$ cat config.mk
export PLATFORM = sky130hd
export DESIGN_NAME = dataAccessPort_flat
export DESIGN_NICKNAME = d
export VERILOG_FILES = /design/src/hdl/memPkg.sv /design/src/hdl/memAccessIf.sv /design/src/hdl/dataAccessPort.sv /design/src/flat_wrapper.sv
export SDC_FILE = /design/constraint.sdc
export NUM_CORES = 1
export LEC_CHECK = 0
export ABC_AREA = 1
export ABC_CLOCK_PERIOD_IN_PS = 3780
export BUFFER_PORTS_ARGS = -buffer_cell sky130_fd_sc_hd__buf_2
export CELL_PAD_IN_SITES_DETAIL_PLACEMENT = 1
export CELL_PAD_IN_SITES_GLOBAL_PLACEMENT = 1
export CORE_ASPECT_RATIO = 0.9
export CORE_MARGIN = 10
export CORE_UTILIZATION = 35
export CTS_BUF_LIST = sky130_fd_sc_hd__clkbuf_2
export CTS_CLUSTER_SIZE = 10
export DETAILED_ROUTE_END_ITERATION = 6
export GPL_TIMING_DRIVEN = 0
export PLACE_DENSITY = 0.88
export SETUP_SLACK_MARGIN = 0.2
export SLEW_MARGIN = 10
export SYNTH_ARGS = -nofsm -noshare
export SYNTH_HDL_FRONTEND = slang
export SYNTH_SLANG_ARGS = --single-unit
$ cat constraint.sdc
create_clock -name clk -period 3.78 [get_ports clk]
set_input_delay 0.378 -clock clk [delete_from_list [all_inputs] [get_ports clk]]
set_output_delay 0.378 -clock clk [all_outputs]
set_load 0.02 [all_outputs]
$ cat src/hdl/memPkg.sv
`default_nettype none

package memPkg;

    // must agree with ADDR_W at the top level
    localparam int ADDR_W = 16;

    typedef logic [ADDR_W-1:0] addrT;
    typedef logic [31:0]       wordT;
    typedef logic [7:0]        byteT;

    // byte count of one access, only 1, 2 and 4 are legal
    typedef logic [2:0] lenT;

    localparam lenT LEN_BYTE = 3'd1;
    localparam lenT LEN_HALF = 3'd2;
    localparam lenT LEN_WORD = 3'd4;

    typedef enum logic [1:0] {
        IDLE,
        GRANT,
        XFER,
        DONE
    } arbStateT;

    typedef enum logic {
        OWN_DATA,
        OWN_FETCH
    } ownerT;

endpackage

`default_nettype wire
$ cat src/hdl/memAccessIf.sv
`timescale 1ns/100ps
`default_nettype none

interface memAccessIf #(
    parameter int ADDR_W = memPkg::ADDR_W
);
    logic              req;
    logic              ack;
    logic [ADDR_W-1:0] addr;
    memPkg::lenT       len;
    logic              write;
    memPkg::wordT      wrData;
    memPkg::wordT      rdData;

    modport requester (output req, addr, len, write, wrData, input ack, rdData);
    modport arbiter (input req, addr, len, write, wrData, output ack, rdData);
endinterface

`default_nettype wire

$ cat src/hdl/dataAccessPort.sv
`timescale 1ns/100ps
`default_nettype none

module dataAccessPort (
    input  wire            clk,
    input  wire            rst,
    input  wire            i_req,
    input  wire            i_write,
    input  memPkg::lenT    i_len,
    input  memPkg::addrT   i_addr,
    input  memPkg::wordT   i_wrData,
    output logic           o_ack,
    output memPkg::wordT   o_rdData,
    memAccessIf.requester  acc
);

    logic         reqQ;
    logic         writeQ;
    memPkg::lenT  lenQ;
    memPkg::addrT addrQ;
    memPkg::wordT wrDataQ;
    memPkg::wordT rdDataQ;
    memPkg::wordT lenMask;

    always_ff @(posedge clk) begin
        if (rst) begin
            reqQ <= 1'b0;
        end else begin
            reqQ <= i_req;
        end
    end

    // operation latched on the rising req
    always_ff @(posedge clk) begin
        if (i_req && !reqQ) begin
            writeQ  <= i_write;
            lenQ    <= i_len;
            addrQ   <= i_addr;
            wrDataQ <= i_wrData;
        end
    end

    // bytes above the length read as zero
    always_comb begin
        case (lenQ)
            memPkg::LEN_BYTE: lenMask = 32'h0000_00ff;
            memPkg::LEN_HALF: lenMask = 32'h0000_ffff;
            default:          lenMask = 32'hffff_ffff;
        endcase
    end

    // a store hands back zero
    always_ff @(posedge clk) begin
        if (acc.req && !acc.ack) begin
            rdDataQ <= writeQ ? '0 : (acc.rdData & lenMask);
        end
    end

    assign acc.req    = i_req;
    assign acc.addr   = addrQ;
    assign acc.len    = lenQ;
    assign acc.write  = writeQ;
    assign acc.wrData = wrDataQ;

    assign o_ack    = acc.ack;
    assign o_rdData = rdDataQ;

endmodule

`default_nettype wire

$ cat src/flat_wrapper.sv
// flat-port wrapper written by rule: the top's interface ports become plain ports
module dataAccessPort_flat 
  (clk, rst, i_req, i_write, i_len, i_addr, i_wrData, o_ack, o_rdData, acc_req, acc_addr, acc_len, acc_write, acc_wrData, acc_ack, acc_rdData);
  memAccessIf acc_i ();
  input  wire clk;
  input  wire rst;
  input  wire i_req;
  input  wire i_write;
  input  memPkg::lenT i_len;
  input  memPkg::addrT i_addr;
  input  memPkg::wordT i_wrData;
  output logic o_ack;
  output memPkg::wordT o_rdData;
  output wire logic [$bits(acc_i.req)-1:0] acc_req;
  output wire logic [$bits(acc_i.addr)-1:0] acc_addr;
  output wire logic [$bits(acc_i.len)-1:0] acc_len;
  output wire logic [$bits(acc_i.write)-1:0] acc_write;
  output wire logic [$bits(acc_i.wrData)-1:0] acc_wrData;
  input wire logic [$bits(acc_i.ack)-1:0] acc_ack;
  input wire logic [$bits(acc_i.rdData)-1:0] acc_rdData;
  assign acc_req = acc_i.req;
  assign acc_addr = acc_i.addr;
  assign acc_len = acc_i.len;
  assign acc_write = acc_i.write;
  assign acc_wrData = acc_i.wrData;
  assign acc_i.ack = acc_ack;
  assign acc_i.rdData = acc_rdData;
  dataAccessPort u_core (.clk(clk), .rst(rst), .i_req(i_req), .i_write(i_write), .i_len(i_len), .i_addr(i_addr), .i_wrData(i_wrData), .o_ack(o_ack), .o_rdData(o_rdData), .acc(acc_i));
endmodule
==> results.yml <==
die:
  rows: 31
  die_area_mm2: 0.0125
  die_width_um: 117
  dieHeight_um: 107
  core-area_mm2: 0.00815
  number_of_placed_i_o_pins: 174
  floorplan.initialDensity: 0.362
sta:
  slew_viols_final: 0
  clock_skew_ns: 0.0479
  grt_setup_unrepaired: "false"
  max_freq_ghz: 0.629
  worstMarginPinSlew_ns: 0.557
  clock_period_minus_final_worst_setup_slack_ns: 1.59
  finalSetupViolations: 0
  timing.final.hold_violations: 0
  layout_worst_path_cycle_share: 0.421
  timing.max_slew.rel_slack: 0.628
setup_path:
  required_ns: 3.40
  startpoint_type: "register"
  critical-path-top-delay-family: "flip-flops"
  arrival_ns: 1.21
  wp_buf_inv: 1
  timing.critical_path.cells: "buf_2"
  crit_slowest_cell: "sky130_fd_sc_hd__edfxtp_1"
  crit_path_end_kind: "output port"
  worst-path-max-fanout: 3
  slowest_delay_ns: 0.51
  critical_path_class: "register to output port"
clocking:
  cts-resized-gates: 0
  insertion_delay_ns: 0.52
  cts.sink_count: 85
  clock_tree_from_tritoncts: "done"
  cts.reportedPaths.clkPinSlew_ns: 0.24
  cts_made_buffers: 9
  clock_path_buffers: 2
  cts-root-buf: "sky130_fd_sc_hd__clkbuf_2"
  htree_levels: 3
  postCtsSetupRepairBufs: 0
  postCtsHoldBufs: 53
synthesis:
  synth.avg_cell_area_um2: 17.8
  synthDominantAreaCellType: "sky130_fd_sc_hd__edfxtp_1"
  synth_area_mm2: 0.00295
  synth_register_bits: 85
  synth-edff-count: 84
  synth_top_flop_cell: "sky130_fd_sc_hd__edfxtp_1"
  synth.top_cells.by_count: "sky130_fd_sc_hd__edfxtp_1, sky130_fd_sc_hd__inv_1, sky130_fd_sc_hd__nor2_1"
  synth.lib_cells_used.distinct: 15
  synth_nets: 254
  synthMostInstantiatedCell: "sky130_fd_sc_hd__edfxtp_1"
  yosys-top-cells-area: "sky130_fd_sc_hd__edfxtp_1, sky130_fd_sc_hd__inv_1, sky130_fd_sc_hd__nor2_1, sky130_fd_sc_hd__nand2_1, sky130_fd_sc_hd__nor2_2"
  fraction_of_the_yosys_area_taken_by_sequential_cells: 0.861
  synth.top_cell.area_share: 0.855
  asyncSetResetFlopFracSynth: 0
  ys.warnings.count: 0
  post_synth_inst_count: 166
detailed_routing:
  route.detailed.vias_per_inst: 4.33
  routed_wirelength_mm: 10.2
  vias: 2203
  antenna_left: 0
  drcViolationCount: 0
  detailed_routing_iterations_pass_1: 4
  wl_per_cell_um: 20.0
  dr.first_iter.drc_count: 67
job:
  max_cap_violations: 0
grt:
  largest_net_degree_at_the_start_of_global_routing: 36
  vias_in_the_first_global_route: 2522
  first_pass_grt_wire_length_mm: 15.0
  grt_overflow: 0
  grt.total_usage: 0.162
  number_of_antenna_violations_at_the_first_check_in_global_routing: 0
worst_hold_path:
  hp-class: "input port to register"
power_and_ir_drop:
  share_clk_of_total_power: 0.258
  p_comb_frac: 0.147
  power_frac_seq: 0.594
  power_internal_w: 0.00138
  net_sw_power_w: 0.000491
  total_power_w: 0.00187
  vdd_drop_max_mv: 0.198
  power.leakage_nw: 2.08
  switching_share: 0.263
  cellPowerDensity_mw_per_mm2: 402
layout:
  diodes: 0
  final_util: 0.571
  post_route_cells_drive_above_1_share: 0.522
  areaGrowthSynthToFinish_pct: 57.5
  final_net_count: 493
  post_layout_nonfiller_instances: 509
placed_design:
  dpl.hpwl_mm: 6.84
  placedCellCount: 440
  gp_congestion: 0.691
  port_buffers: 173
status:
  status: "finished clean"
==> state kept, by name, indices dropped and copies added (netlist names) <==
signal and cells:
u_core.o_rdData 32, u_core.reqQ 1, u_core.acc.write 1, u_core.acc.addr 16
u_core.acc.len 3, u_core.acc.wrData 32
==> cell families (layout without fill, tap and decap cells) <==
family                 after synthesis  after routing  synth area share
and+or+nand+nor                     54             54            0.0916
buffers and inverters               27            271            0.0471
DFF                                 85             85             0.861
==> layer usage <==
| metal | global-route usage | vias up | routed length, um |
|---|---|---|---|
| met5 | 0 | - | 0 |
| met4 | 0.0494 | 0 | 151 |
| met3 | 0.0524 | 12 | 731 |
| met2 | 0.332 | 83 | 6190 |
| met1 | 0.142 | 1057 | 3120 |
| li1 | - | 1051 | - |
==> final cells by class <==
| class | count | area [um^2] |
|---|---|---|
| Buffer | 6 | 60.1 |
| Clock buffer | 10 | 50.0 |
| Inverter | 21 | 78.8 |
| Fill cell | 848 | 3500 |
| Multi-Input combinational cell | 54 | 285 |
| Clock inverter | 6 | 71.3 |
| Tap cell | 99 | 124 |
| Sequential cell | 85 | 2540 |
| Timing Repair Buffer | 228 | 1440 |
==> tightest hold or removal path, delay by kind of cell <==
| kind | cells | cell delay, ns |
|---|---|---|
| buffers and inverters | 2 | 0.11 |
| and+or+nand+nor | 1 | 0.07 |
==> placed cells by master (no fill, tap or decap), drive strengths merged <==
cell type and count:
nand3 10, nand2 17, nor2 27, edfxtp 84, clkinv 2, buf 181
dfxtp 1, clkbuf 10, bufinv 1, inv 23, dlygate4sd3 53, clkinvlp 1
==> through the flow <==
stage	cell area (um^2)	worst slack (ns)	hold WS [ns]	TNS [ns]
2_1_floorplan	2950	0.696	0.450	0
3_3_place_gp	3940	-0.0850	0.534	-4.22
3_5_place_dp	4000	2.14	0.540	0
4_1_cts	4650	2.12	0.0795	0
5_1_grt	4650	2.08	0.0869	0
6_report	4650	2.19	0.134	0
==> path summary, 6_finish.rpt <==
check | start | to | slack [ns] | cells past startpoint
setup reg to reg | u_core.reqQ | u_core.acc.wrData[23] | 2.32 | 2
setup / recovery | u_core.acc.len[0] | acc_len[0] | 2.19 | 1
hold reg to reg | u_core.acc.write | u_core.o_rdData[0] | 0.68 | 2
hold / removal | acc_rdData[0] | u_core.o_rdData[0] | 0.13 | 3
==> power groups by stage <==
stage          Clock (W)  Combinational, W  Sequential (W)
2_1_floorplan          0         0.0000513         0.00119
3_3_place_gp           0          0.000216         0.00113
3_5_place_dp           0          0.000231         0.00113
4_1_cts         0.000501          0.000276         0.00111
5_1_grt         0.000537          0.000298         0.00111
6_report        0.000483          0.000275         0.00111
Power figures use the tool's default switching activity.
