==> src/hdl/memPkg.sv <==
`default_nettype none

package memPkg;

    // must agree with ADDR_W at the top level
    localparam int ADDR_W = 16;

    typedef logic [ADDR_W-1:0] addrT;
    typedef logic [31:0]       wordT;
    typedef logic [7:0]        byteT;

    // byte count of one access, only 1, 2 and 4 are legal
    typedef logic [2:0] lenT;

    localparam lenT LEN_BYTE = 3'd1;
    localparam lenT LEN_HALF = 3'd2;
    localparam lenT LEN_WORD = 3'd4;

    typedef enum logic [1:0] {
        IDLE,
        GRANT,
        XFER,
        DONE
    } arbStateT;

    typedef enum logic {
        OWN_DATA,
        OWN_FETCH
    } ownerT;

endpackage

`default_nettype wire
==> src/hdl/ramBusIf.sv <==
`timescale 1ns/100ps
`default_nettype none

interface ramBusIf #(
    parameter int ADDR_W = memPkg::ADDR_W
);
    logic [ADDR_W-1:0] addr;
    logic              we;
    memPkg::byteT      wrData;
    // valid one cycle after a read address
    memPkg::byteT      rdData;

    modport master (output addr, we, wrData, input rdData);
    modport ram (input addr, we, wrData, output rdData);
endinterface

`default_nettype wire

==> src/hdl/memAccessIf.sv <==
`timescale 1ns/100ps
`default_nettype none

interface memAccessIf #(
    parameter int ADDR_W = memPkg::ADDR_W
);
    logic              req;
    logic              ack;
    logic [ADDR_W-1:0] addr;
    memPkg::lenT       len;
    logic              write;
    memPkg::wordT      wrData;
    memPkg::wordT      rdData;

    modport requester (output req, addr, len, write, wrData, input ack, rdData);
    modport arbiter (input req, addr, len, write, wrData, output ack, rdData);
endinterface

`default_nettype wire

==> src/hdl/memArbiter.sv <==
`timescale 1ns/100ps
`default_nettype none

module memArbiter #(
    parameter int ADDR_W = memPkg::ADDR_W
) (
    input wire           clk,
    input wire           rst,
    input wire           i_ioFull,
    memAccessIf.arbiter  dataAcc,
    memAccessIf.arbiter  fetchAcc,
    ramBusIf.master      ram
);

    memPkg::arbStateT  state;
    memPkg::ownerT     owner;
    memPkg::lenT       stage;
    memPkg::wordT      word;
    logic              dataAckQ;
    logic              fetchAckQ;

    logic              curReq;
    logic [ADDR_W-1:0] curAddr;
    memPkg::lenT       curLen;
    logic              curWrite;
    memPkg::wordT      curWrData;
    logic              active;
    logic              lastStage;
    logic [1:0]        capIdx;

    // fields of whichever port holds the bus
    always_comb begin
        if (owner == memPkg::OWN_DATA) begin
            curReq    = dataAcc.req;
            curAddr   = dataAcc.addr;
            curLen    = dataAcc.len;
            curWrite  = dataAcc.write;
            curWrData = dataAcc.wrData;
        end else begin
            curReq    = fetchAcc.req;
            curAddr   = fetchAcc.addr;
            curLen    = fetchAcc.len;
            curWrite  = fetchAcc.write;
            curWrData = fetchAcc.wrData;
        end
    end

    assign active = (state == memPkg::GRANT) || (state == memPkg::XFER);

    // reads need one extra stage to capture the last byte
    assign lastStage = curWrite ? (stage == memPkg::lenT'(curLen - 3'd1))
                                : (stage == curLen);

    // byte read back in this stage was addressed one stage earlier
    assign capIdx = stage[1:0] - 2'd1;

    // while stalled, keep presenting the previous address so the RAM output
    // still holds the byte the next stage captures
    assign ram.addr   = curAddr + ADDR_W'(stage) - ADDR_W'(i_ioFull);
    assign ram.we     = active && curWrite && !i_ioFull;
    assign ram.wrData = curWrData[{stage[1:0], 3'b000} +: 8];

    always_ff @(posedge clk) begin
        if (rst) begin
            state     <= memPkg::IDLE;
            owner     <= memPkg::OWN_DATA;
            stage     <= '0;
            dataAckQ  <= 1'b0;
            fetchAckQ <= 1'b0;
        end else if (!i_ioFull) begin
            case (state)
                memPkg::IDLE: begin
                    stage <= '0;
                    // data side has priority
                    if (dataAcc.req) begin
                        owner <= memPkg::OWN_DATA;
                        state <= memPkg::GRANT;
                    end else if (fetchAcc.req) begin
                        owner <= memPkg::OWN_FETCH;
                        state <= memPkg::GRANT;
                    end
                end
                memPkg::GRANT, memPkg::XFER: begin
                    stage <= stage + 3'd1;
                    state <= lastStage ? memPkg::DONE : memPkg::XFER;
                end
                memPkg::DONE: begin
                    if (!curReq) begin
                        dataAckQ  <= 1'b0;
                        fetchAckQ <= 1'b0;
                        state     <= memPkg::IDLE;
                    end else if (owner == memPkg::OWN_DATA) begin
                        dataAckQ <= 1'b1;
                    end else begin
                        fetchAckQ <= 1'b1;
                    end
                end
                default: state <= memPkg::IDLE;
            endcase
        end
    end

    // little-endian assembly, byte k lands in word[8k +: 8]
    always_ff @(posedge clk) begin
        if (!i_ioFull && active && !curWrite && stage != '0) begin
            word[{capIdx, 3'b000} +: 8] <= ram.rdData;
        end
    end

    assign dataAcc.ack     = dataAckQ;
    assign fetchAcc.ack    = fetchAckQ;
    assign dataAcc.rdData  = word;
    assign fetchAcc.rdData = word;

endmodule

`default_nettype wire

==> src/flat_wrapper.sv <==
// flat-port wrapper written by rule: the top's interface ports become plain ports
module memArbiter_flat 
#(
    parameter int ADDR_W = memPkg::ADDR_W
)
  (clk, rst, i_ioFull, dataAcc_req, dataAcc_addr, dataAcc_len, dataAcc_write, dataAcc_wrData, dataAcc_ack, dataAcc_rdData, fetchAcc_req, fetchAcc_addr, fetchAcc_len, fetchAcc_write, fetchAcc_wrData, fetchAcc_ack, fetchAcc_rdData, ram_addr, ram_we, ram_wrData, ram_rdData);
  memAccessIf #(.ADDR_W(ADDR_W)) dataAcc_i ();
  memAccessIf #(.ADDR_W(ADDR_W)) fetchAcc_i ();
  ramBusIf #(.ADDR_W(ADDR_W)) ram_i ();
  input wire clk;
  input wire rst;
  input wire i_ioFull;
  input wire logic [$bits(dataAcc_i.req)-1:0] dataAcc_req;
  input wire logic [$bits(dataAcc_i.addr)-1:0] dataAcc_addr;
  input wire logic [$bits(dataAcc_i.len)-1:0] dataAcc_len;
  input wire logic [$bits(dataAcc_i.write)-1:0] dataAcc_write;
  input wire logic [$bits(dataAcc_i.wrData)-1:0] dataAcc_wrData;
  output wire logic [$bits(dataAcc_i.ack)-1:0] dataAcc_ack;
  output wire logic [$bits(dataAcc_i.rdData)-1:0] dataAcc_rdData;
  input wire logic [$bits(fetchAcc_i.req)-1:0] fetchAcc_req;
  input wire logic [$bits(fetchAcc_i.addr)-1:0] fetchAcc_addr;
  input wire logic [$bits(fetchAcc_i.len)-1:0] fetchAcc_len;
  input wire logic [$bits(fetchAcc_i.write)-1:0] fetchAcc_write;
  input wire logic [$bits(fetchAcc_i.wrData)-1:0] fetchAcc_wrData;
  output wire logic [$bits(fetchAcc_i.ack)-1:0] fetchAcc_ack;
  output wire logic [$bits(fetchAcc_i.rdData)-1:0] fetchAcc_rdData;
  output wire logic [$bits(ram_i.addr)-1:0] ram_addr;
  output wire logic [$bits(ram_i.we)-1:0] ram_we;
  output wire logic [$bits(ram_i.wrData)-1:0] ram_wrData;
  input wire logic [$bits(ram_i.rdData)-1:0] ram_rdData;
  assign dataAcc_i.req = dataAcc_req;
  assign dataAcc_i.addr = dataAcc_addr;
  assign dataAcc_i.len = dataAcc_len;
  assign dataAcc_i.write = dataAcc_write;
  assign dataAcc_i.wrData = dataAcc_wrData;
  assign dataAcc_ack = dataAcc_i.ack;
  assign dataAcc_rdData = dataAcc_i.rdData;
  assign fetchAcc_i.req = fetchAcc_req;
  assign fetchAcc_i.addr = fetchAcc_addr;
  assign fetchAcc_i.len = fetchAcc_len;
  assign fetchAcc_i.write = fetchAcc_write;
  assign fetchAcc_i.wrData = fetchAcc_wrData;
  assign fetchAcc_ack = fetchAcc_i.ack;
  assign fetchAcc_rdData = fetchAcc_i.rdData;
  assign ram_addr = ram_i.addr;
  assign ram_we = ram_i.we;
  assign ram_wrData = ram_i.wrData;
  assign ram_i.rdData = ram_rdData;
  memArbiter #(.ADDR_W(ADDR_W)) u_core (.clk(clk), .rst(rst), .i_ioFull(i_ioFull), .dataAcc(dataAcc_i), .fetchAcc(fetchAcc_i), .ram(ram_i));
endmodule
==> config.mk <==
export PLATFORM = sky130hd
export DESIGN_NAME = memArbiter_flat
export DESIGN_NICKNAME = d
export VERILOG_FILES = /design/src/hdl/memPkg.sv /design/src/hdl/ramBusIf.sv /design/src/hdl/memAccessIf.sv /design/src/hdl/memArbiter.sv /design/src/flat_wrapper.sv
export SDC_FILE = /design/constraint.sdc
export NUM_CORES = 1
export LEC_CHECK = 0
export BUFFER_PORTS_ARGS = -buffer_cell sky130_fd_sc_hd__buf_2
export CAP_MARGIN = 20
export CORE_MARGIN = 5
export CORE_UTILIZATION = 45
export CTS_BUF_LIST = sky130_fd_sc_hd__clkbuf_4 sky130_fd_sc_hd__clkbuf_8
export CTS_CLUSTER_DIAMETER = 80
export DETAILED_ROUTE_END_ITERATION = 10
export PLACE_DENSITY = 0.87
export SLEW_MARGIN = 15
export SYNTH_ARGS = -nofsm -noshare
export SYNTH_HDL_FRONTEND = slang
export SYNTH_SLANG_ARGS = --single-unit
==> constraint.sdc <==
create_clock -name clk -period 6.55 [get_ports clk]
set_input_delay 0.655 -clock clk [delete_from_list [all_inputs] [get_ports clk]]
set_output_delay 0.655 -clock clk [all_outputs]
set_load 0.05 [all_outputs]
==> metrics.txt, run 1 <==
Die Y-Extent=100 um; Multi-input gate area=roughly 0.0021 mm^2; clock slew at reported path FFs=0.08 ns; area of the core=0.00809 mm^2; # DRC=0; synth-to-layout area growth=28.1%; Max Fclk=217 MHz; initial antenna violation count=0; pin count of the biggest net entering global routing=46; status=finished, final reports clean; #FFs+latches synth=40; clock skew=0.00696 ns; ant diodes=0; initial core utilization=0.455; Routed Antenna Nets=0; Synth cell types=49; GR Util All Layers=0.194; number of I/O pins=208; critical-path maximum fanout=24; CTS tree=yes; worst-skew pair later-pin latency=~0.29 ns; syn nets=about 510; post-cts sizing count=0; fraction of registers with async set/reset=0; Root Buffer=clkbuf_8; sequential-to-total area share from yosys stat=0.304; via count of the first global-routing pass=between 3000 and 4000; Num CTS Buffers=5; Post-CTS Setup Bufs=0; Netlist Area Pre-Place=0.00368 mm^2; Detailed Place HPWL=8710 um; Worst EP arrival=a little under 4 ns; Seq. cell area=0.00112 mm^2; first-pass GRT wire length=approximately 16000 um; IO Port Bufs=207; Worst Setup End Kind=output port; Vias=3307; Hold Crit Class=reg -> reg; CTS H-tree lvls=2; final hold vios=0; Final Critical Period=about 4.6 ns; Setup Total Neg Slack=0 ns; Critical Path RT=just under 6 ns; most frequent cells in the layout=buf_2 (207), and2_1 (36), nand2_1 (36); final net count=686; Synth Instances=369; Detailed Routing Iterations Pass 1=4; post-route clock period utilization=0.703; Power Density=240 mW/mm^2; Slew headroom=0.349; cts hold-fix bufs=0; Vias/cell=between 5 and 6; crit path launch type=register; Die W=about 100 um; gpl congestion=0.887; grt ovf=0; final setup violating endpoints=0; drt wl/cell=15.8 um; worst vdd ir=approximately 0.17 mV; Worst Hold Slack=between 0.4 and 0.5 ns; die area=0.0101 mm^2; Final Max Tran Viols=0; worst-margin pin slew=0.975 ns; drt first-iter violations=about 150; CTS sink cnt=40; fill count=706; Max Cap Viol=0; share of cells above drive strength 1=0.460; Std-Cell Rows=33; Syn Area/Cell=9.98 um^2; final wirelength=~10000 um; Clock Tree Buf Depth=2; RSZ-0062 raised after global routing=false; Setup CP Type=reg -> out; Static Leak=0.00214 uW; ys flop type=edfxtp_1; leading cell type in the layout, fill and taps excluded=buf_2; Post-synth EDFFs=32; Synth Warn #=0
[cell usage after synthesis, types with 9 or more instances]
cell type,count,share of area
o21ai_0,11,0.015
nor2_1,16,0.016
xnor2_1,11,0.026
edfxtp_1,32,0.26
a21oi_1,16,0.022
mux2i_1,24,0.065
buf_4,34,0.069
nand2_1,36,0.037
nand3_1,9,0.012
inv_1,30,0.031
mux4_2,16,0.098
and2_1,36,0.061
ha_1,26,0.088
[kinds of logic after synthesis]
family                   count (synthesis)  synth area share
AO/OA/AOI/OAI                           53             0.114
AND/OR/NAND/NOR                        115             0.158
adder cells (fa/ha/maj)                 27            0.0937
multiplexers                            43             0.172
XOR/XNOR                                19            0.0452
buffers and inverters                   72             0.112
flip-flops                              40             0.304
[power by group]
part	internal, uW	switching, uW
logic	191	378
clock network	191	84.1
registers	280	8.56
total	662	471
[per-stage QoR]
stage | instances | utilization | setup WS, ns | instance area [um^2] | power, uW
2_1_floorplan | 369 | - | 2.45 | 3680 | 730
3_3_place_gp | 640 | 0.563 | 2.48 | 4560 | 852
3_5_place_dp | 640 | 0.563 | 2.29 | 4560 | 861
4_1_cts | 648 | 0.583 | 1.95 | 4720 | 1140
5_1_grt | 648 | 0.583 | 1.58 | 4720 | 1190
6_report | 648 | 0.583 | 1.95 | 4720 | 1130
[flip-flops by register name, summed over array words and instances, names as in the netlist]
signal	count
u_core.fetchAcc.ack	1
u_core.dataAcc.ack	1
u_core.dataAcc.rdData	32
u_core.state	2
u_core.stage	3
u_core.owner	1
[layer usage]
metal / routed length [um] / share of wire / global-route usage
met5: 0 / 0 / 0
met4: 163 / 0.016 / 0.0518
met3: 969 / 0.095 / 0.0408
met2: 5240 / 0.51 / 0.352
met1: 3860 / 0.38 / 0.231
[final timing paths]
kind / depth (start not counted) / slack (ns) / from / end
worst max-delay path: 11 / 1.95 / u_core.stage[0] / ram_addr[8]
worst min-delay path: 2 / 0.49 / u_core.stage[2] / u_core.stage[2]
worst max register to register: 4 / 3.75 / u_core.stage[0] / u_core.dataAcc.rdData[9]
worst min register to register: 2 / 0.49 / u_core.stage[2] / u_core.stage[2]
[final cells by class]
cell class / instances / share of cell area
clock inverters: 3 / 0.0191
multi-input cells: 257 / 0.455
repair buffers: 208 / 0.221
inverters: 30 / 0.0239
flip-flops and latches: 40 / 0.238
clock buffers: 5 / 0.0146
well taps: 105 / 0.0279
[critical path, cell delays in order (launching register included)]
cell and delay, ns:
dfxtp_1 0.97, inv_1 0.33, ha_1 0.38, inv_1 0.04
ha_1 0.23, fa_1 0.43, a21oi_2 0.18, o21ai_2 0.10
a2111oi_0 0.42, nor3_1 0.14, xor2_1 0.17, buf_2 0.28
Power figures use the tool's default switching activity.
==> run 2, diff against run 1 <==
- CORE_UTILIZATION: 45 -> 42
- PLACE_DENSITY: 0.87 -> 0.86
- clock period: 6.55 -> 3.95 ns (I/O delays scaled with it)
==> metrics.txt, run 2 (synthesized netlist as in run 1, its figures left out) <==
status=finished, final reports clean; worst-skew pair later-pin latency=between 0.2 and 0.3 ns; critical path cell sequence=buf_6, mux2i_1, ha_1, a21oi_1, a21oi_1, o21ai_0, a22oi_2, xnor2_1, buf_2; final setup violating endpoints=0; Post-CTS Setup Bufs=0; CTS H-tree lvls=2; worst vdd ir=approximately 0.37 mV; Static Leak=0.00214 uW; crit path launch type=register; drt first-iter violations=147; worst reg-to-reg path cell count=4; post-route clock period utilization=0.909; Vias=3358; first-pass GRT wire length=17500 um; final hold vios=0; initial antenna violation count=0; Max Fclk=278 MHz; via count of the first global-routing pass=between 3000 and 4000; Std-Cell Rows=34; hold depth=2; Max Cap Viol=0; Routed Antenna Nets=0; Setup Total Neg Slack=0 ns; critical-path maximum fanout=22; Num CTS Buffers=5; Root Buffer=clkbuf_8; die area=around 0.011 mm^2; RSZ-0062 raised after global routing=false; initial core utilization=0.427; synth-to-layout area growth=27.9%; Die Y-Extent=104 um; GR Util All Layers=0.195; Detailed Routing Iterations Pass 1=4; Worst Hold Slack=0.324 ns; number of I/O pins=208; Buf/Inv on CP=2; most numerous cell on the critical path=a21oi_1; Critical Path RT=3.56 ns; Worst path max stage delay=0.57 ns; IO Port Bufs=207; worst-margin pin slew=~0.8 ns; most frequent cells in the layout=buf_2 (207), and2_1 (36), nand2_1 (36); grt ovf=0; Final Critical Period=3.59 ns; Clock Tree Buf Depth=2; critical path's slowest cell=dfxtp_2; ant diodes=0; share of cells above drive strength 1=0.464; Worst EP arrival=3.20 ns; gpl congestion=0.920; final net count=690; Slew headroom=0.466; Top delay family on crit path=compound AO/OA/AOI/OAI gates; drt wl/cell=16.4 um; Hold Crit Class=in -> reg; Power Density=375 mW/mm^2; clock slew at reported path FFs=0.09 ns; Vias/cell=5.13; CTS sink cnt=40; # DRC=0; leading cell type in the layout, fill and taps excluded=buf_2; area of the core=0.00864 mm^2; Final Max Tran Viols=0; Worst Setup End Kind=output port; final wirelength=between 10000 and 15000 um; Setup CP Type=reg -> out; Detailed Place HPWL=9120 um; number of flip-flops in the largest register=32; clock skew=0.0145 ns; pin count of the biggest net entering global routing=24; Die W=about 100 um; CTS tree=yes; critical path depth in cells=9
-- run 2: cell count changes in the layout (fill, tap and decap cells not counted), sizes merged --
cell,previous run,this run
buf,208,212
inv,30,31
bufinv,3,1
clkinvlp,0,1
-- run 2: path summary, 6_finish.rpt --
path                                 startpoint                        end  slack (ns)
worst min register to register  u_core.stage[2]            u_core.stage[2]        0.48
worst max-delay path               u_core.owner               ram_addr[15]        0.36
worst min-delay path                dataAcc_req               u_core.owner        0.32
worst max register to register     u_core.owner  u_core.dataAcc.rdData[11]        1.57
-- run 2: repair_timing --
item	4_1_cts	5_1_grt
setup endpoints to repair	0	2
hold buffers	0	0
gates resized for setup	0	1
-- run 2: cell type report --
class                           count  area, um^2
Multi-Input combinational cell    257        2150
Clock inverter                      3        46.3
Inverter                           30         113
Tap cell                          108         135
Clock buffer                        5        68.8
Sequential cell                    40        1120
Fill cell                         802        3930
Timing Repair Buffer              212        1080
-- run 2: worst reg2reg max path, cell delays in order (launching register included) --
cell,delay (ns)
dfxtp_2,0.57
buf_4,0.29
mux2_2,0.40
a2111oi_4,0.37
and2_1,0.40
-- run 2: power by group --
part / total, uW / internal, uW / switching (uW) / leakage [uW]
Sequential: 474 / 465 / 9.56 / 0.000326
Combinational: 954 / 320 / 634 / 0.00176
Clock: 338 / 190 / 148 / 0.0000548
Total: 1770 / 975 / 791 / 0.00214
-- run 2: stage by stage --
step / util / cell area [um^2] / power (uW) / std cells / worst slack [ns]
finish: 0.545 / 4710 / 1770 / 655 / 0.359
global placement: 0.532 / 4590 / 1420 / 647 / 0.667
global route: 0.545 / 4710 / 1860 / 655 / 0.0473
floorplan: - / 3680 / 1210 / 369 / 0.114
CTS: 0.545 / 4710 / 1770 / 655 / 0.231
detailed placement: 0.532 / 4590 / 1430 / 647 / 0.574
-- run 2: per-layer routing --
layer  routed length, um  GRT usage  up-vias
met5                   0          0        -
met1                4140      0.220     1546
met3                1070     0.0684       12
li1                    -          -     1616
met2                5420      0.348      184
met4                 120     0.0509        0
