**config.mk**
```make
export PLATFORM = sky130hd
export DESIGN_NAME = instFetchPort_flat
export DESIGN_NICKNAME = d
export VERILOG_FILES = /design/src/hdl/memPkg.sv /design/src/hdl/memAccessIf.sv /design/src/hdl/instFetchPort.sv /design/src/flat_wrapper.sv
export SDC_FILE = /design/constraint.sdc
export NUM_CORES = 1
export LEC_CHECK = 0
export ABC_CLOCK_PERIOD_IN_PS = 5020
export BUFFER_PORTS_ARGS = -buffer_cell sky130_fd_sc_hd__buf_2
export CAP_MARGIN = 20
export CORE_UTILIZATION = 29
export CTS_CLUSTER_DIAMETER = 200
export CTS_CLUSTER_SIZE = 10
export DETAILED_ROUTE_END_ITERATION = 10
export GPL_ROUTABILITY_DRIVEN = 0
export MAX_ROUTING_LAYER = met4
export SYNTH_ARGS = -nofsm -noshare
export SYNTH_HDL_FRONTEND = slang
export SYNTH_SLANG_ARGS = --single-unit
```
**constraint.sdc**
```tcl
create_clock -name clk -period 5.02 [get_ports clk]
set_clock_uncertainty 0.1 [all_clocks]
set_input_delay 0.753 -clock clk [delete_from_list [all_inputs] [get_ports clk]]
set_output_delay 0.753 -clock clk [all_outputs]
set_load 0.005 [all_outputs]
```
**src/hdl/memPkg.sv**
```systemverilog
`default_nettype none

package memPkg;

    // must agree with ADDR_W at the top level
    localparam int ADDR_W = 16;

    typedef logic [ADDR_W-1:0] addrT;
    typedef logic [31:0]       wordT;
    typedef logic [7:0]        byteT;

    // byte count of one access, only 1, 2 and 4 are legal
    typedef logic [2:0] lenT;

    localparam lenT LEN_BYTE = 3'd1;
    localparam lenT LEN_HALF = 3'd2;
    localparam lenT LEN_WORD = 3'd4;

    typedef enum logic [1:0] {
        IDLE,
        GRANT,
        XFER,
        DONE
    } arbStateT;

    typedef enum logic {
        OWN_DATA,
        OWN_FETCH
    } ownerT;

endpackage

`default_nettype wire
```
**src/hdl/memAccessIf.sv**
```systemverilog
`timescale 1ns/100ps
`default_nettype none

interface memAccessIf #(
    parameter int ADDR_W = memPkg::ADDR_W
);
    logic              req;
    logic              ack;
    logic [ADDR_W-1:0] addr;
    memPkg::lenT       len;
    logic              write;
    memPkg::wordT      wrData;
    memPkg::wordT      rdData;

    modport requester (output req, addr, len, write, wrData, input ack, rdData);
    modport arbiter (input req, addr, len, write, wrData, output ack, rdData);
endinterface

`default_nettype wire

```
**src/hdl/instFetchPort.sv**
```systemverilog
`timescale 1ns/100ps
`default_nettype none

module instFetchPort (
    input  wire            clk,
    input  wire            rst,
    input  wire            i_req,
    input  memPkg::addrT   i_addr,
    output logic           o_ack,
    output memPkg::wordT   o_inst,
    memAccessIf.requester  acc
);

    logic         reqQ;
    memPkg::addrT addrQ;
    memPkg::wordT instQ;

    always_ff @(posedge clk) begin
        if (rst) begin
            reqQ <= 1'b0;
        end else begin
            reqQ <= i_req;
        end
    end

    // address held from the rising req until the next one
    always_ff @(posedge clk) begin
        if (i_req && !reqQ) begin
            addrQ <= i_addr;
        end
    end

    // last sample lands on the edge where ack rises, word is final by then
    always_ff @(posedge clk) begin
        if (acc.req && !acc.ack) begin
            instQ <= acc.rdData;
        end
    end

    assign acc.req    = i_req;
    assign acc.addr   = addrQ;
    assign acc.len    = memPkg::LEN_WORD;
    assign acc.write  = 1'b0;
    assign acc.wrData = '0;

    assign o_ack  = acc.ack;
    assign o_inst = instQ;

endmodule

`default_nettype wire

```
**src/flat_wrapper.sv**
```systemverilog
// flat-port wrapper written by rule: the top's interface ports become plain ports
module instFetchPort_flat 
  (clk, rst, i_req, i_addr, o_ack, o_inst, acc_req, acc_addr, acc_len, acc_write, acc_wrData, acc_ack, acc_rdData);
  memAccessIf acc_i ();
  input  wire clk;
  input  wire rst;
  input  wire i_req;
  input  memPkg::addrT i_addr;
  output logic o_ack;
  output memPkg::wordT o_inst;
  output wire logic [$bits(acc_i.req)-1:0] acc_req;
  output wire logic [$bits(acc_i.addr)-1:0] acc_addr;
  output wire logic [$bits(acc_i.len)-1:0] acc_len;
  output wire logic [$bits(acc_i.write)-1:0] acc_write;
  output wire logic [$bits(acc_i.wrData)-1:0] acc_wrData;
  input wire logic [$bits(acc_i.ack)-1:0] acc_ack;
  input wire logic [$bits(acc_i.rdData)-1:0] acc_rdData;
  assign acc_req = acc_i.req;
  assign acc_addr = acc_i.addr;
  assign acc_len = acc_i.len;
  assign acc_write = acc_i.write;
  assign acc_wrData = acc_i.wrData;
  assign acc_i.ack = acc_ack;
  assign acc_i.rdData = acc_rdData;
  instFetchPort u_core (.clk(clk), .rst(rst), .i_req(i_req), .i_addr(i_addr), .o_ack(o_ack), .o_inst(o_inst), .acc(acc_i));
endmodule
```
==> flow_summary.toml, run 1 <==
[placement]
hpwl_um = 2410
port_buffers = 101
place_area_mm2 = 0.00224
place_ws_ns = 2.85

[cts]
h-tree-depth = 2
numCtsBuffers = 5
clk-insertion-delay-late_ns = 0.28
cts_tree = "done"
clk_pin_slew_worst_paths_ns = 0.08
clockBufferDepth = 2
hold_buffers = 0
clock_sinks = 49
cts_root_buf = "clkbuf_8"
ctsResizeCount = 0
post-cts-setup-buffers = 0

[power_and_ir_drop]
power_leakage_nw = 1.04
power_uw = 762
peakVddDrop_mv = 0.106
power.density_mw_per_mm2 = 328

[global_routing]
grt_max_degree = 33
antenna_found_initial = 0
grt_pass1_vias = 856
grtUsageTotal = 0.0938
grt.overflow.total = 0
grt_pass1_wl_um = 4190

[floorplan]
ioPinCount = 138
die_h_um = 80.2
die_width_um = 80.2
rows = 28
core-area_mm2 = 0.00592
die-area_mm2 = 0.00643
initial_core_util = 0.299

[critical_path]
worstPathArrival_ns = 1.00
cp_slowest_cell = "buf_2"
crit_type = "in -> out"
critPathTopFamily = "buffers and inverters"
crit_chain = "buf_2 -> buf_2"
worstSetupEndpointType = "output port"
path_buf_inv = 2
setup.worst_path.start_class = "primary input"
cpMostUsedCell = "buf_2"
crit_path_max_fanout = 4
slowest_delay_ns = 0.12
cp.required_ns = 4.17

[routing]
ant_nets = 0
routed.top_layer = "met4"
drt-met1-wl_um = 1150
via_count = 1004
drt_iter0_drc = 18
drc = 0
dr_wl_met3_um = 457
wl_per_cell_um = 10.9
postRouteWirelength_um = 2990
routed-wl-met2_um = 1350
first_pass_iters = 2
vias_per_cell = 3.66

[timing]
hold_viol = 0
fin_crit_sh = 0.369
slew_headroom = 0.516
rsz0062_at_grt = "no"
worst_pin_slew_ns = 0.725
fin_ws_ns = 3.17
drv_slew = 0
clock.fmax_mhz = 540
layout_min_cycle_time_ns = 1.85
finalSetupTns_ns = 0
hold_ws_ns = 0.512
final-setup-viol-count = 0

[synth]
syn-instance-count = 92
ys_warn_count = 0
ys_seq_area_frac = 0.824
synth_seq_cells = 49
synth_area_per_cell_um2 = 19.3
synth.distinct_cells = 5
mappedNetlistArea_mm2 = 0.00177

[min_path]
worstHoldPathType = "in -> reg"

[final_layout]
nets = 250
final_area_mm2 = 0.00232
diodes = 0
layout_commonest_cell = "buf_2"
layout_common_cells = "buf_2 (101), edfxtp_1 (48), conb_1 (36), clkbuf_8 (5), nor2b_1 (2)"
area_growth_pct = 31.0
drive_gt1_frac = 0.558

[flow_run]
drv_cap = 0

[run_status]
outcome = "finished clean"
==> through the flow <==
stage / utilization / instances
finish: 0.392 / 274
global route: 0.392 / 274
CTS: 0.392 / 274
floorplan: - / 126
global placement: 0.376 / 265
detailed placement: 0.378 / 266
==> kinds of logic after synthesis <==
logic type | synth area share
simple gates | 0.0106
other cells | 0.00424
buf+inv | 0.161
flops | 0.824
==> cell type report <==
cell class	instances	area, um2
Timing Repair Buffer	103	524
Clock inverter	3	17.5
Sequential cell	49	1460
Fill cell	576	3600
Clock buffer	5	68.8
Tap cell	75	93.8
Multi-Input combinational cell	39	156
==> synthesized netlist by cell type <==
master,n,area [um2]
buf_4,38,285
nor2b_1,3,18.8
conb_1,2,7.51
dfxtp_1,1,20.0
edfxtp_1,48,1440
==> report_power, final <==
part | internal, mW | total (mW) | leakage (nW) | switching [mW]
Sequential | 0.478 | 0.483 | 0.462 | 0.00532
Clock | 0.0963 | 0.215 | 0.0455 | 0.119
Combinational | 0.0313 | 0.0635 | 0.533 | 0.0322
==> worst paths after layout <==
| kind | startpoint | end | slack [ns] | cells after the start |
|---|---|---|---|---|
| hold / removal | rst | u_core.reqQ | 0.51 | 2 |
| setup / recovery | i_req | acc_req | 3.17 | 2 |
| hold reg to reg | u_core.reqQ | u_core.acc.addr[15] | 0.57 | 1 |
| setup reg to reg | u_core.reqQ | u_core.acc.addr[12] | 3.54 | 2 |
==> flip-flops by register name, indices dropped and copies added (netlist names) <==
signal	flops
u_core.acc.addr	16
u_core.o_inst	32
u_core.reqQ	1
==> metal layers <==
| metal | vias up | track usage |
|---|---|---|
| li1 | 460 | - |
| met1 | 450 | 0.104 |
| met2 | 89 | 0.144 |
| met3 | 5 | 0.0455 |
| met4 | 0 | 0.0375 |
| met5 | - | - |
(Power assumes the default switching activity.)
==> run 2: changes to the inputs <==
--- a/config.mk
+++ b/config.mk
@@ -5,7 +5,7 @@
 export SDC_FILE = /design/constraint.sdc
 export NUM_CORES = 1
 export LEC_CHECK = 0
-export ABC_CLOCK_PERIOD_IN_PS = 5020
+export ABC_CLOCK_PERIOD_IN_PS = 1930
 export BUFFER_PORTS_ARGS = -buffer_cell sky130_fd_sc_hd__buf_2
 export CAP_MARGIN = 20
 export CORE_UTILIZATION = 29
==> constraint.sdc (replaced) <==
create_clock -name clk -period 1.93 [get_ports clk]
set_clock_uncertainty 0.1 [all_clocks]
set_input_delay 0.2895 -clock clk [delete_from_list [all_inputs] [get_ports clk]]
set_output_delay 0.2895 -clock clk [all_outputs]
set_load 0.005 [all_outputs]
==> run 2 against run 1 <==
Die area did not move. Non-clock buffer count did not move. Total power rose to 2.6 times the previous value. Clock power rose to 2.7 times the previous value. Count of clock-buffer cells in the layout rose by 1. Final cell count did not move. First-iteration DRC count rose to 3.1 times the previous value. Via count fell by 3.7%. Largest cell class unchanged.
==> flow_summary.toml, run 2 (synthesis gave the netlist of run 1 again) <==
[critical_path]
setup.worst_path.start_class = "flip-flop"
critPathTopFamily = "flip-flops"
ff2ff_path_depth = 2
worstPathArrival_ns = 0.81
r2r_slack_ns = 0.90
crit_chain = "buf_2"
cp-startpoint = "u_core.o_inst[5]"
crit_type = "reg -> out"
r2r_end = "u_core.acc.addr[9]"
path_buf_inv = 1
crit_path_max_fanout = 1
cp.required_ns = 1.54
cp_slowest_cell = "edfxtp_1"
slowest_delay_ns = 0.38
reg2reg_from = "u_core.reqQ"
worstSetupEndpointType = "output port"

[final_layout]
drive_gt1_frac = 0.558
largest_reg_flops = 32
final_cells = 274
layout_commonest_cell = "buf_2"
layout_common_cells = "buf_2 (101), edfxtp_1 (48), conb_1 (36), clkbuf_8 (5)"
fill_cells = 603
nets = 250
regArea_mm2 = 0.00146
final_area_mm2 = 0.00232
multi_input_area_um2 = 161
diodes = 0
area_growth_pct = 31.1

[min_path]
min_delay_path_depth = 2
hp-start = "rst"
hold_path_end = "u_core.reqQ"
worstHoldPathType = "in -> reg"

[placement]
place_area_mm2 = 0.00224
dp.cells = 266
hpwl_um = 2540
place_ws_ns = 0.553
port_buffers = 101

[cts]
cts_root_buf = "clkbuf_8"
post-cts-setup-buffers = 0
hold_buffers = 0
clk_pin_slew_worst_paths_ns = 0.08
numCtsBuffers = 5
clock_sinks = 49
ctsResizeCount = 0
h-tree-depth = 2
clockBufferDepth = 2
cts_tree = "done"
clk-insertion-delay-late_ns = 0.28

[timing]
clock.fmax_mhz = 833
drv_slew = 0
finalSetupTns_ns = 0
fin_ws_ns = 0.730
final-setup-viol-count = 0
layout_min_cycle_time_ns = 1.20
fin_crit_sh = 0.622
hold_viol = 0
rsz0062_at_grt = "no"

[power_and_ir_drop]
power_leakage_nw = 1.04
peakVddDrop_mv = 0.505
power_mw = 1.99
power.density_mw_per_mm2 = 859

[global_routing]
grt_pass1_vias = 870
grt_pass1_wl_um = 4300
grt.overflow.total = 0
antenna_found_initial = 0
grt_max_degree = 33
grtUsageTotal = 0.0991

[routing]
first_pass_iters = 2
ant_nets = 0
via_count = 967
drt_iter0_drc = 56
vias_per_cell = 3.53
drc = 0
wl_per_cell_um = 11.7
postRouteWirelength_um = 3200

[flow_run]
drv_cap = 0

[floorplan]
initial_core_util = 0.299
die_h_um = 80.2
die-area_mm2 = 0.00643
rows = 28
die_width_um = 80.2
ioPinCount = 138
core-area_mm2 = 0.00592

[run_status]
outcome = "finished clean"
run 2: cell count changes in the layout (fill, tap and decap cells not counted), sizes merged:
cell,delta
clkbuf,+1
clkinv,-2
inv,+1
run 2: how the worst max path moves through the flow:
| stage | slack [ns] | depth (start not counted) | to |
|---|---|---|---|
| 2_1_floorplan | 0.26 | 1 | u_core.o_inst[0] |
| 3_3_place_gp | 0.57 | 3 | u_core.o_inst[24] |
| 3_5_place_dp | 0.55 | 3 | u_core.o_inst[25] |
| 4_1_cts | 0.71 | 1 | o_inst[19] |
| 5_1_grt | 0.68 | 1 | o_inst[12] |
| 6_report | 0.73 | 1 | o_inst[5] |
run 2: metrics by stage:
step | util | hold slack, ns
floorplan | - | 0.261
global placement | 0.378 | 0.357
detailed placement | 0.378 | 0.354
CTS | 0.392 | 0.0365
global route | 0.392 | 0.0201
finish | 0.392 | 0.0535
run 2: area by class of cell:
class                   count  area share
flip-flops and latches     49       0.629
repair buffers            103       0.224
multi-input cells          39      0.0695
well taps                  75      0.0404
clock buffers               6      0.0312
clock inverters             2     0.00592
run 2: worst reg2reg max path, delay by kind of cell, from the launching register on:
family	cells	cell delay, ns
buf+inv	1	0.23
flops	1	0.30
simple gates	1	0.10
run 2: layer usage:
layer  wire (um)  track usage  vias up
li1            -            -      460
met1        1270        0.112      428
met2        1550        0.155       74
met3         353       0.0409        5
met4          27       0.0429        0
met5           0            -        -
run 2: power by group:
part	total [mW]	internal (mW)	switching, mW
Sequential	1.26	1.24	0.0139
Clock	0.571	0.258	0.313
Combinational	0.168	0.0815	0.0866
==> run 3: changes to the inputs <==
--- a/config.mk
+++ b/config.mk
@@ -5,7 +5,7 @@
 export SDC_FILE = /design/constraint.sdc
 export NUM_CORES = 1
 export LEC_CHECK = 0
-export ABC_CLOCK_PERIOD_IN_PS = 1930
+export ABC_CLOCK_PERIOD_IN_PS = 1050
 export BUFFER_PORTS_ARGS = -buffer_cell sky130_fd_sc_hd__buf_2
 export CAP_MARGIN = 20
 export CORE_UTILIZATION = 29
==> constraint.sdc (replaced) <==
create_clock -name clk -period 1.05 [get_ports clk]
set_clock_uncertainty 0.1 [all_clocks]
set_input_delay 0.1575 -clock clk [delete_from_list [all_inputs] [get_ports clk]]
set_output_delay 0.1575 -clock clk [all_outputs]
set_load 0.005 [all_outputs]
==> run 3 against run 2 <==
The run now ends with setup timing left. Clock power grew 87%. Sequential power grew 83%. Total power grew 93%. Final cell count grew 18%. Critical endpoint is now o_inst[24].
==> flow_summary.toml, run 3 (synthesis gave the netlist of run 1 again) <==
[run_status]
outcome = "finished, violations left"
violations = "setup timing"

[final_layout]
area_growth_pct = 60.8
fill_cells = 527
layout_common_cells = "buf_2 (101), dlygate4sd3_1 (49), edfxtp_1 (48), conb_1 (36), clkbuf_8 (5)"
largest_reg_flops = 32
diodes = 0
nets = 299
layout_commonest_cell = "buf_2"
final_cells = 323
drive_gt1_frac = 0.460

[critical_path]
cp.required_ns = 0.79
setup.worst_path.start_class = "flip-flop"
critPathTopFamily = "flip-flops"
crit_type = "reg -> out"
crit_path_max_fanout = 1
worstPathArrival_ns = 0.83
path_buf_inv = 1
crit_chain = "buf_2"
worstSetupEndpointType = "output port"
slowest_delay_ns = 0.39
cp_slowest_cell = "edfxtp_1"

[power_and_ir_drop]
swShare = 0.211
power_mw = 3.85
combinationalPowerShare = 0.122
p_int_mw = 3.04
p_switching_uw = 815
power_leakage_nw = 1.26
seqPwrFrac = 0.600
clock_power_share = 0.278
power.density_mw_per_mm2 = 1350
peakVddDrop_mv = 0.564

[timing]
clock.fmax_mhz = 923
hold_viol = 0
layout_min_cycle_time_ns = 1.08
drv_slew = 0
finalSetupTns_ns = -0.296
final-setup-viol-count = 21
fin_ws_ns = -0.0339
fin_crit_sh = 1.03
rsz0062_at_grt = "yes"

[routing]
drt_iter0_drc = 32
drc = 0
via_count = 1156
wl_per_cell_um = 11.3
ant_nets = 0
first_pass_iters = 4
vias_per_cell = 3.58
postRouteWirelength_um = 3660

[global_routing]
grt_pass1_vias = 1088
grt_max_degree = 33
antenna_found_initial = 0
grt.overflow.total = 0
grtUsageTotal = 0.115
grt_pass1_wl_um = 5030

[cts]
clk_pin_slew_worst_paths_ns = 0.08
numCtsBuffers = 5
clockBufferDepth = 2
ctsResizeCount = 0
clock_sinks = 49
post-cts-setup-buffers = 0
cts_root_buf = "clkbuf_8"
cts_tree = "done"
h-tree-depth = 2
clk-insertion-delay-late_ns = 0.29

[placement]
hpwl_um = 2550
place_ws_ns = 0.00625
port_buffers = 101
dp.cells = 266

[floorplan]
core-area_mm2 = 0.00592
initial_core_util = 0.299
die_width_um = 80.2
ioPinCount = 138
rows = 28
die-area_mm2 = 0.00643
die_h_um = 80.2

[min_path]
worstHoldPathType = "in -> reg"

[flow_run]
drv_cap = 0
==> run 3: final timing paths <==
kind	from	endpoint	slack, ns	cells after the start
worst max-delay path	u_core.o_inst[24]	o_inst[24]	-0.03	1
worst min-delay path	i_req	u_core.reqQ	0.04	2
worst max register to register	u_core.reqQ	u_core.acc.addr[5]	0.06	2
worst min register to register	u_core.reqQ	u_core.acc.addr[12]	0.60	2
==> run 3: power groups by stage <==
stage / logic [mW] / clock network (mW) / registers [mW]
3_5_place_dp: 0.328 / 0 / 2.36
2_1_floorplan: 0.167 / 0 / 2.38
3_3_place_gp: 0.324 / 0 / 2.36
5_1_grt: 0.519 / 1.23 / 2.32
6_report: 0.469 / 1.07 / 2.31
4_1_cts: 0.469 / 1.12 / 2.31
==> run 3: cell type report <==
type	instances	area (um2)	area share
sequential	49	1460	0.513
timing repair buffer	152	1040	0.363
multi-input combinational	39	169	0.0592
tap	75	93.8	0.0329
clock buffer	5	68.8	0.0241
clock inverter	3	21.3	0.00746
==> run 3: routing by layer <==
metal | part of all wire | wire length [um] | vias to the layer above | global-route usage
met3 | 0.098 | 357 | 5 | 0.0455
met5 | 0 | 0 | - | -
met1 | 0.40 | 1450 | 512 | 0.114
li1 | - | - | 557 | -
met4 | 0.015 | 54 | 0 | 0.0429
met2 | 0.49 | 1800 | 82 | 0.202
==> run 3: repair_timing <==
action / in CTS / in global routing
setup endpoints to repair: 46 / 48
endpoints found under the hold margin: 49 / 0
cloned: 0 / 0
hold buffers: 49 / 0
==> run 3: through the flow <==
stage | hold slack, ns | utilization | area, um2
global placement | 0.218 | 0.384 | 2270
floorplan | 0.122 | - | 1920
CTS | 0.0350 | 0.482 | 2850
global route | 0.0293 | 0.482 | 2850
detailed placement | 0.220 | 0.384 | 2270
finish | 0.0412 | 0.482 | 2850
